==> config.mk <==
export PLATFORM = sky130hd
export DESIGN_NAME = apf_io_top
export DESIGN_NICKNAME = d
export VERILOG_FILES = /design/src/hw/apf_io_pkg.sv /design/src/hw/apf_io_top.sv /design/src/hw/bridge_capture.sv /design/src/hw/core_config_regs.sv /design/src/hw/pad_layout_mapper.sv /design/src/hw/rom_size_mask.sv
export SDC_FILE = /design/constraint.sdc
export NUM_CORES = 1
export LEC_CHECK = 0
export BUFFER_PORTS_ARGS = -buffer_cell sky130_fd_sc_hd__buf_4
export CAP_MARGIN = 20
export CORE_MARGIN = 4
export CORE_UTILIZATION = 32
export CTS_CLUSTER_SIZE = 10
export DETAILED_ROUTE_END_ITERATION = 12
export MAX_ROUTING_LAYER = met4
export PLACE_DENSITY_LB_ADDON = 0.25
export SYNTH_ARGS = -nofsm -noshare
export SYNTH_HDL_FRONTEND = slang
export SYNTH_SLANG_ARGS = --single-unit
==> constraint.sdc <==
create_clock -name clk_74a -period 6.36 [get_ports clk_74a]
set_input_delay 0.318 -clock clk_74a [delete_from_list [all_inputs] [get_ports clk_74a]]
set_output_delay 0.318 -clock clk_74a [all_outputs]
set_load 0.05 [all_outputs]
==> src/hw/apf_io_pkg.sv <==
/*
 * shared types and constants for the bridge handoff block
 * bridge regions, captured request, option registers, rom masks,
 * pad key and joystick words, register offsets and reset values
 */

package apf_io_pkg;

	// address decode
	localparam logic [7:0]  addr_cfg_top  = 8'hF0;
	localparam logic [7:0]  addr_p2_top   = 8'h10;
	localparam logic [7:0]  addr_v1_top   = 8'h20;
	// 0x10F80000 and up, upper 13 bits
	localparam logic [12:0] addr_mrom_hi  = 13'h021F;

	// offsets inside the config window
	localparam logic [23:0] reg_map_1         = 24'h000000;
	localparam logic [23:0] reg_map_2         = 24'h000004;
	localparam logic [23:0] reg_dipsw         = 24'h000008;
	localparam logic [23:0] reg_system_type   = 24'h00000C;
	localparam logic [23:0] reg_memory_card   = 24'h000010;
	localparam logic [23:0] reg_use_mouse     = 24'h000014;
	localparam logic [23:0] reg_video_mode    = 24'h000018;
	localparam logic [23:0] reg_ch_enable     = 24'h00001C;
	localparam logic [23:0] reg_snd_enable    = 24'h000020;
	localparam logic [23:0] reg_pchip_main    = 24'h000024;
	localparam logic [23:0] reg_use_pcm       = 24'h000028;
	localparam logic [23:0] reg_pchip_sub     = 24'h00002C;
	localparam logic [23:0] reg_cmc_chip      = 24'h000030;
	localparam logic [23:0] reg_screen_x_pos  = 24'h000034;
	localparam logic [23:0] reg_screen_y_pos  = 24'h000038;
	localparam logic [23:0] reg_v2_offset     = 24'h00003C;
	localparam logic [23:0] reg_cart_chip     = 24'h000040;

	// pad layouts, anything else is the default pad
	localparam logic [3:0] layout_neogeo    = 4'd1;
	localparam logic [3:0] layout_neogeo_cd = 4'd2;

	// non-zero reset values
	localparam logic [7:0] rst_dipsw       = 8'hFF;
	localparam logic [1:0] rst_system_type = 2'd1;
	localparam logic [5:0] rst_ch_enable   = 6'h3F;
	localparam logic [3:0] rst_snd_enable  = 4'hF;

	typedef enum logic [2:0] {
		region_none,
		region_config,
		region_p2rom,
		region_mrom,
		region_v1rom
	} bridge_region_e;

	typedef struct packed {
		logic           wr;
		logic           rd;
		logic [31:0]    addr;
		logic [31:0]    data;
		bridge_region_e region;
	} bridge_req_t;

	typedef struct packed {
		logic [7:0]  dipsw;
		logic [1:0]  system_type;
		logic [1:0]  memory_card_enable;
		logic [1:0]  use_mouse;
		logic        video_mode;
		logic [5:0]  ch_enable;
		logic [3:0]  snd_enable;
		logic        use_pcm;
		logic [1:0]  cmc_chip;
		logic [1:0]  cart_chip;
		logic [31:0] screen_x_pos;
		logic [31:0] screen_y_pos;
		logic [23:0] v2_offset;
	} core_cfg_t;

	localparam core_cfg_t cfg_reset = '{
		dipsw:       rst_dipsw,
		system_type: rst_system_type,
		ch_enable:   rst_ch_enable,
		snd_enable:  rst_snd_enable,
		default:     '0
	};

	typedef struct packed {
		logic [22:0] p2rom;
		logic [18:0] mrom;
		logic [23:0] v1rom;
	} rom_mask_t;

	// key bit 15 down to bit 0
	typedef struct packed {
		logic face_start;
		logic face_select;
		logic trig_r3;
		logic trig_l3;
		logic trig_r2;
		logic trig_l2;
		logic trig_r1;
		logic trig_l1;
		logic face_y;
		logic face_x;
		logic face_b;
		logic face_a;
		logic dpad_right;
		logic dpad_left;
		logic dpad_down;
		logic dpad_up;
	} pad_keys_t;

	typedef struct packed {
		logic select;
		logic start;
		logic btn_d;
		logic btn_c;
		logic btn_b;
		logic btn_a;
		logic up;
		logic down;
		logic left;
		logic right;
	} joy_word_t;

endpackage

==> src/hw/apf_io_top.sv <==
/*
 * bridge handoff top level
 * capture stage, option registers, three rom masks, pad mapper
 */

`timescale 1ns/1ps

module apf_io_top import apf_io_pkg::*; (
	input  logic        clk_74a,
	input  logic        reset_l_main,
	input  logic [31:0] bridge_addr,
	input  logic [31:0] bridge_wr_data,
	input  logic        bridge_wr,
	input  logic        bridge_rd,
	output logic [31:0] bridge_rd_data,
	input  pad_keys_t   cont1_key,
	input  pad_keys_t   cont2_key,
	input  logic        dataslot_allcomplete,
	input  logic        core_reset_n,
	output joy_word_t   joystick_0,
	output joy_word_t   joystick_1,
	output logic        start_system,
	output core_cfg_t   core_cfg,
	output logic [2:0]  cart_pchip,
	output rom_mask_t   rom_masks
);

	bridge_req_t req;
	logic [3:0]  map_1;
	logic [3:0]  map_2;
	logic [22:0] p2rom_mask;
	logic [18:0] mrom_mask;
	logic [23:0] v1rom_mask;

	bridge_capture u_capture (
		.clk_74a        (clk_74a),
		.reset_l_main   (reset_l_main),
		.bridge_addr    (bridge_addr),
		.bridge_wr_data (bridge_wr_data),
		.bridge_wr      (bridge_wr),
		.bridge_rd      (bridge_rd),
		.req            (req)
	);

	// hold key is trigger l1 on pad 1
	core_config_regs u_cfg (
		.clk_74a              (clk_74a),
		.reset_l_main         (reset_l_main),
		.req                  (req),
		.cont1_start_hold     (cont1_key.trig_l1),
		.dataslot_allcomplete (dataslot_allcomplete),
		.core_reset_n         (core_reset_n),
		.core_cfg             (core_cfg),
		.map_1                (map_1),
		.map_2                (map_2),
		.cart_pchip           (cart_pchip),
		.start_system         (start_system),
		.bridge_rd_data       (bridge_rd_data)
	);

	rom_size_mask #(.MASK_W(23)) u_p2rom_mask (
		.clk_74a      (clk_74a),
		.reset_l_main (reset_l_main),
		.req          (req),
		.region       (region_p2rom),
		.mask         (p2rom_mask)
	);

	rom_size_mask #(.MASK_W(19)) u_mrom_mask (
		.clk_74a      (clk_74a),
		.reset_l_main (reset_l_main),
		.req          (req),
		.region       (region_mrom),
		.mask         (mrom_mask)
	);

	rom_size_mask #(.MASK_W(24)) u_v1rom_mask (
		.clk_74a      (clk_74a),
		.reset_l_main (reset_l_main),
		.req          (req),
		.region       (region_v1rom),
		.mask         (v1rom_mask)
	);

	assign rom_masks = '{p2rom: p2rom_mask, mrom: mrom_mask, v1rom: v1rom_mask};

	pad_layout_mapper u_pads (
		.clk_74a      (clk_74a),
		.reset_l_main (reset_l_main),
		.cont1_key    (cont1_key),
		.cont2_key    (cont2_key),
		.map_1        (map_1),
		.map_2        (map_2),
		.joystick_0   (joystick_0),
		.joystick_1   (joystick_1)
	);

endmodule

==> src/hw/bridge_capture.sv <==
/*
 * bridge input stage
 * registers one bus cycle and tags it with its target region
 */

`timescale 1ns/1ps

module bridge_capture import apf_io_pkg::*; (
	input  logic        clk_74a,
	input  logic        reset_l_main,
	input  logic [31:0] bridge_addr,
	input  logic [31:0] bridge_wr_data,
	input  logic        bridge_wr,
	input  logic        bridge_rd,
	output bridge_req_t req
);

	logic           wr_q;
	logic           rd_q;
	bridge_region_e region_d;
	bridge_region_e region_q;
	logic [31:0]    addr_q;
	logic [31:0]    data_q;

	// M rom sits inside the 0x10 byte with bit 23 set, so no overlap with P2
	always_comb begin
		if (bridge_addr[31:24] == addr_cfg_top)
			region_d = region_config;
		else if (bridge_addr[31:24] == addr_p2_top && !bridge_addr[23])
			region_d = region_p2rom;
		else if (bridge_addr[31:19] == addr_mrom_hi)
			region_d = region_mrom;
		else if (bridge_addr[31:24] == addr_v1_top)
			region_d = region_v1rom;
		else
			region_d = region_none;
	end

	always_ff @(posedge clk_74a or negedge reset_l_main) begin
		if (!reset_l_main) begin
			wr_q     <= 1'b0;
			rd_q     <= 1'b0;
			region_q <= region_none;
		end else begin
			wr_q     <= bridge_wr;
			rd_q     <= bridge_rd;
			region_q <= region_d;
		end
	end

	always_ff @(posedge clk_74a) begin
		addr_q <= bridge_addr;
		data_q <= bridge_wr_data;
	end

	assign req = '{wr: wr_q, rd: rd_q, addr: addr_q, data: data_q, region: region_q};

	// host strobes are exclusive
	a_wr_rd_exclusive: assert property (@(posedge clk_74a) disable iff (!reset_l_main)
		!(bridge_wr && bridge_rd))
		else $error("bridge_wr and bridge_rd high together");

endmodule

==> src/hw/core_config_regs.sv <==
/*
 * core option registers
 * config writes, read-back register, protection chip code, start level
 */

`timescale 1ns/1ps

module core_config_regs import apf_io_pkg::*; (
	input  logic        clk_74a,
	input  logic        reset_l_main,
	input  bridge_req_t req,
	input  logic        cont1_start_hold,
	input  logic        dataslot_allcomplete,
	input  logic        core_reset_n,
	output core_cfg_t   core_cfg,
	output logic [3:0]  map_1,
	output logic [3:0]  map_2,
	output logic [2:0]  cart_pchip,
	output logic        start_system,
	output logic [31:0] bridge_rd_data
);

	logic        pchip_main;
	logic [2:0]  pchip_sub;
	logic [31:0] rd_value;
	logic        cfg_wr;

	assign cfg_wr = req.wr && (req.region == region_config);

	always_ff @(posedge clk_74a or negedge reset_l_main) begin
		if (!reset_l_main) begin
			core_cfg   <= cfg_reset;
			map_1      <= '0;
			map_2      <= '0;
			pchip_main <= 1'b0;
			pchip_sub  <= '0;
		end else if (cfg_wr) begin
			case (req.addr[23:0])
				reg_map_1:        map_1                       <= req.data[3:0];
				reg_map_2:        map_2                       <= req.data[3:0];
				reg_dipsw:        core_cfg.dipsw              <= req.data[7:0];
				reg_system_type:  core_cfg.system_type        <= req.data[1:0];
				reg_memory_card:  core_cfg.memory_card_enable <= req.data[1:0];
				reg_use_mouse:    core_cfg.use_mouse          <= req.data[1:0];
				reg_video_mode:   core_cfg.video_mode         <= req.data[0];
				reg_ch_enable:    core_cfg.ch_enable          <= req.data[5:0];
				reg_snd_enable:   core_cfg.snd_enable         <= req.data[3:0];
				reg_pchip_main:   pchip_main                  <= req.data[0];
				reg_use_pcm:      core_cfg.use_pcm            <= req.data[0];
				reg_pchip_sub:    pchip_sub                   <= req.data[2:0];
				reg_cmc_chip:     core_cfg.cmc_chip           <= req.data[1:0];
				reg_screen_x_pos: core_cfg.screen_x_pos       <= req.data;
				reg_screen_y_pos: core_cfg.screen_y_pos       <= req.data;
				reg_v2_offset:    core_cfg.v2_offset          <= req.data[23:0];
				reg_cart_chip:    core_cfg.cart_chip          <= req.data[1:0];
				default: ;
			endcase
		end
	end

	// unknown offsets fall back to map 1
	always_comb begin
		case (req.addr[23:0])
			reg_map_1:        rd_value = 32'(map_1);
			reg_map_2:        rd_value = 32'(map_2);
			reg_dipsw:        rd_value = 32'(core_cfg.dipsw);
			reg_system_type:  rd_value = 32'(core_cfg.system_type);
			reg_memory_card:  rd_value = 32'(core_cfg.memory_card_enable);
			reg_use_mouse:    rd_value = 32'(core_cfg.use_mouse);
			reg_video_mode:   rd_value = 32'(core_cfg.video_mode);
			reg_ch_enable:    rd_value = 32'(core_cfg.ch_enable);
			reg_snd_enable:   rd_value = 32'(core_cfg.snd_enable);
			reg_pchip_main:   rd_value = 32'(pchip_main);
			reg_use_pcm:      rd_value = 32'(core_cfg.use_pcm);
			reg_pchip_sub:    rd_value = 32'(pchip_sub);
			reg_cmc_chip:     rd_value = 32'(core_cfg.cmc_chip);
			reg_screen_x_pos: rd_value = core_cfg.screen_x_pos;
			reg_screen_y_pos: rd_value = core_cfg.screen_y_pos;
			reg_v2_offset:    rd_value = 32'(core_cfg.v2_offset);
			reg_cart_chip:    rd_value = 32'(core_cfg.cart_chip);
			default:          rd_value = 32'(map_1);
		endcase
	end

	// memory regions are not served here and read as zero
	always_ff @(posedge clk_74a or negedge reset_l_main) begin
		if (!reset_l_main)
			bridge_rd_data <= '0;
		else if (req.rd)
			bridge_rd_data <= (req.region == region_config) ? rd_value : '0;
	end

	// main chip wins over the sub selection
	always_ff @(posedge clk_74a or negedge reset_l_main) begin
		if (!reset_l_main)
			cart_pchip <= '0;
		else if (pchip_main)
			cart_pchip <= 3'd2;
		else if (pchip_sub >= 3'd1 && pchip_sub <= 3'd5)
			cart_pchip <= pchip_sub + 3'd2;
		else
			cart_pchip <= 3'd0;
	end

	always_ff @(posedge clk_74a or negedge reset_l_main) begin
		if (!reset_l_main)
			start_system <= 1'b0;
		else
			start_system <= dataslot_allcomplete && core_reset_n && !cont1_start_hold;
	end

	// code 1 has no chip behind it
	a_pchip_code: assert property (@(posedge clk_74a) disable iff (!reset_l_main)
		cart_pchip != 3'd1)
		else $error("cart_pchip took reserved code 1");

endmodule

==> src/hw/pad_layout_mapper.sv <==
/*
 * controller to joystick mapping
 * face buttons reordered per layout select, two pads
 */

`timescale 1ns/1ps

module pad_layout_mapper import apf_io_pkg::*; (
	input  logic       clk_74a,
	input  logic       reset_l_main,
	input  pad_keys_t  cont1_key,
	input  pad_keys_t  cont2_key,
	input  logic [3:0] map_1,
	input  logic [3:0] map_2,
	output joy_word_t  joystick_0,
	output joy_word_t  joystick_1
);

	function automatic joy_word_t map_pad(input pad_keys_t k, input logic [3:0] layout);
		joy_word_t j;
		j.select = k.face_select;
		j.start  = k.face_start;
		j.up     = k.dpad_up;
		j.down   = k.dpad_down;
		j.left   = k.dpad_left;
		j.right  = k.dpad_right;
		case (layout)
			layout_neogeo: begin
				j.btn_d = k.face_a;
				j.btn_c = k.face_x;
				j.btn_b = k.face_b;
				j.btn_a = k.face_y;
			end
			layout_neogeo_cd: begin
				j.btn_d = k.face_x;
				j.btn_c = k.face_y;
				j.btn_b = k.face_a;
				j.btn_a = k.face_b;
			end
			// plain pad order
			default: begin
				j.btn_d = k.face_y;
				j.btn_c = k.face_x;
				j.btn_b = k.face_b;
				j.btn_a = k.face_a;
			end
		endcase
		return j;
	endfunction

	always_ff @(posedge clk_74a or negedge reset_l_main) begin
		if (!reset_l_main) begin
			joystick_0 <= '0;
			joystick_1 <= '0;
		end else begin
			joystick_0 <= map_pad(cont1_key, map_1);
			joystick_1 <= map_pad(cont2_key, map_2);
		end
	end

endmodule

==> src/hw/rom_size_mask.sv <==
/*
 * upload size mask
 * fills every bit below the highest set upload address bit
 */

`timescale 1ns/1ps

module rom_size_mask import apf_io_pkg::*; #(
	parameter int MASK_W = 23
) (
	input  logic              clk_74a,
	input  logic              reset_l_main,
	input  bridge_req_t       req,
	input  bridge_region_e    region,
	output logic [MASK_W-1:0] mask
);

	logic [MASK_W-1:0] smear;

	// or-chain from the top bit down
	always_comb begin
		smear[MASK_W-1] = req.addr[MASK_W-1];
		for (int i = MASK_W - 2; i >= 0; i--) begin
			smear[i] = smear[i+1] | req.addr[i];
		end
	end

	always_ff @(posedge clk_74a or negedge reset_l_main) begin
		if (!reset_l_main)
			mask <= '0;
		else if (req.wr && req.region == region)
			mask <= smear;
	end

endmodule

==> results.cfg <==
[timing]
rsz0062_at_grt = false
period_share_pct = 56.5
timing.fmax_mhz = 278
finalClockSkew_ps = 31.1
setup_violations = 0
slew_violations = 0
layout_min_cycle_time_ps = 3590
final.setup.tns_ps = 0
hold_violations = 0
worstMarginPinSlew_ps = 1060
relSlewSlack_pct = 29.1

[power_and_ir_drop]
leakagePower_nw = 8.16
p_int_mw = 3.38
power_density_nw_per_um2 = 265
power_frac_comb_pct = 7.2
clkPwrFrac_pct = 46.5
p_sw_mw = 1.10
seqPwrFrac_pct = 46.3
ir_drop_v = 0.000219
switching_share_pct = 24.5

[detailed_routing]
num_vias = 9281
viasPerCell = 5.07
routed-wl-met2_um = 18900
drc_errors = 0
top_layer_used = met4
dr.pass1.iters = 6
route.met3.wl_um = 3870
drt-wirelength-per-cell_um = 21.9
dr.first_iter.drc_count = 491
m1WireLength_um = 16400
routed_wl_um = 40000
ant_nets = 0

[yosys]
synth_flop_cell = dfrtp_1
synthDistinctLibCells = 65
synth_area_per_cell_um2 = 13.0
yosys.area_share.simple_pct = 9.99
syn_area_um2 = 12000
synth_nets = 1026
synth_edf_count = 0
synth-xor-area-share_pct = 0
ys_warn_count = 0
yosys_register_bits = 313
synth_seq_area_share_pct = 63.3
syn_inst = 922
async_flop_share_pct = 82.1
synth_fa_ha_area_share_pct = 0.209
synth-compound-area-share_pct = 10.8
synth_top_family_by_area = multiplexers
synthMuxAreaShare_pct = 13.6

[min_path]
hp-class = in -> reg

[critical_path]
rrSetupSlack_ps = 2770
end_kind = register
cp.required_ps = 6800
start_kind = register
path_max_fanout = 32
criticalPathCategory = reg -> reg
crit_arrival_ps = 4030

[global_routing]
grt_pass1_vias = 9844
grt_usage_pct = 19.9
antenna_found_initial = 0
grt_pass1_wl_um = 60800
grt_overflow = 0
grt_max_degree = 131

[clocking]
h-tree-depth = 2
ctsResizeCount = 0
clkLatencyLatePin_ps = 570
cts.path.max_buffers = 3
clock-root-buffer = clkbuf_16
cts_hold_buf = 77
cts_buffers = 39
cts_sinks = 313
tritoncts = yes
clk_pin_slew_ps = 50
cts_setup_buffers = 0

[layout]
nets = 1435
regArea_um2 = 7580
area_growth_pct = 41.5
num-fill-cells = 3427
diodes = 0
multi_input_area_um2 = 4180
fin_util_pct = 46.1
final_cell_mix = 340 x buf_4, 238 x dfrtp_1, 125 x mux2_2
final_common_cell = buf_4
drive_above_1_share_pct = 41.8

[placement]
io_buffers = 330
dp_hpwl_um = 27400
routabilityCongestion = 0.867

[die]
pin_count = 342
rows = 70
die-area_um2 = 40600
start_util_pct = 32.5
core_um2 = 36800
die_y_um = 201
die_w_um = 201

[run_status]
outcome = finished clean

[run]
cap_violations = 0
registers in the layout, summed over array words and instances (netlist names), 3 cells and up:
register and count:
u_pads.joystick_0 10, u_cfg.map_2 4, u_capture.addr_q 24, u_capture.data_q 32, u_pads.joystick_1 10, u_capture.region_q 3, u_cfg.pchip_sub 3, u_v1rom_mask.mask 24
u_cfg.core_cfg 118, u_p2rom_mask.mask 23, u_cfg.map_1 4, u_mrom_mask.mask 19, u_cfg.bridge_rd_data 32, u_cfg.cart_pchip 3
worst max-delay path, stage by stage (launching register included):
cell and delay, ps:
dfxtp_1 330, or4_1 710, or4_4 550, nor4_4 150, buf_4 420, nand2_2 700, mux2_1 580
through the flow:
stage	hold WS, ps	setup slack, ps	std cells	power, mW	instance area, µm²
3_3_place_gp	422	2740	1681	2.40	15000
6_report	45.9	2770	1830	4.49	16900
4_1_cts	5.40	2730	1830	4.55	16900
2_1_floorplan	22.4	3580	922	2.24	12000
5_1_grt	28.1	2630	1830	4.66	16900
3_5_place_dp	424	2740	1681	2.40	15000
cell usage after synthesis, types with 3 or more instances:
library cell | count | share of area (%)
a2bb2oi_1 | 3 | 0.22
a222oi_1 | 16 | 1.3
mux2i_1 | 8 | 0.67
nor2b_1 | 7 | 0.37
o2bb2ai_1 | 28 | 2.0
o22a_1 | 11 | 0.80
nor4b_1 | 3 | 0.22
dfxtp_1 | 56 | 9.4
or2_2 | 5 | 0.26
a22oi_1 | 13 | 0.82
o22ai_1 | 5 | 0.26
buf_1 | 9 | 0.28
buf_2 | 7 | 0.29
nor4_1 | 9 | 0.47
inv_1 | 8 | 0.25
o31ai_1 | 4 | 0.25
o32a_1 | 4 | 0.33
mux2_2 | 125 | 12
o21ai_0 | 15 | 0.63
a211oi_1 | 4 | 0.25
nor4_2 | 3 | 0.31
a22o_1 | 6 | 0.44
nand2_1 | 42 | 1.3
nand4_1 | 3 | 0.16
nand2b_1 | 6 | 0.31
a21oi_1 | 32 | 1.3
nor3_1 | 21 | 0.88
a32oi_1 | 5 | 0.37
and3_1 | 5 | 0.26
mux2_1 | 4 | 0.38
mux2_4 | 6 | 0.75
or4_4 | 3 | 0.28
a31oi_1 | 12 | 0.63
buf_6 | 3 | 0.28
o21a_1 | 6 | 0.38
a221oi_1 | 4 | 0.29
dfrtp_1 | 238 | 50
nor2_1 | 85 | 2.7
clkbuf_1 | 32 | 1.0
nand3_1 | 13 | 0.54
dfstp_2 | 19 | 4.2
path summary, 6_finish.rpt:
check,cells past startpoint,startpoint,endpoint
max,6,u_capture.addr_q[21],u_cfg.core_cfg[71]
min reg2reg,1,u_capture.data_q[26],u_cfg.core_cfg[50]
min,2,cont1_key[6],u_pads.joystick_0[6]
max in group asynchronous,3,reset_l_main,u_pads.joystick_0[6]
max reg2reg,6,u_capture.addr_q[21],u_cfg.core_cfg[71]
min in group asynchronous,2,reset_l_main,u_v1rom_mask.mask[20]
per-layer routing:
metal  vias to the layer above  GRT usage, %
li1                       4214             -
met1                      4641          24.5
met2                       374          31.2
met3                        52          7.20
met4                         0          5.64
met5                         -             -
area by class of cell:
type | instances | area share [%]
inverters | 9 | 0.199
clock inverters | 6 | 0.436
multi-input cells | 549 | 24.7
repair buffers | 419 | 19.8
clock buffers | 66 | 6.71
flip-flops and latches | 313 | 44.7
well taps | 468 | 3.46
kinds of logic after synthesis:
group	Yosys count
adder cells (fa/ha/maj)	2
AO/OA/AOI/OAI	175
flip-flops	313
buffers and inverters	60
multiplexers	143
AND/OR/NAND/NOR	229
power by group through the flow:
stage,registers [mW],clock network (mW),logic (mW)
6_report,2.08,2.09,0.324
3_5_place_dp,2.11,0,0.287
2_1_floorplan,2.19,0,0.0536
3_3_place_gp,2.11,0,0.285
5_1_grt,2.08,2.23,0.346
4_1_cts,2.08,2.15,0.327
Power figures use the tool's default switching activity.
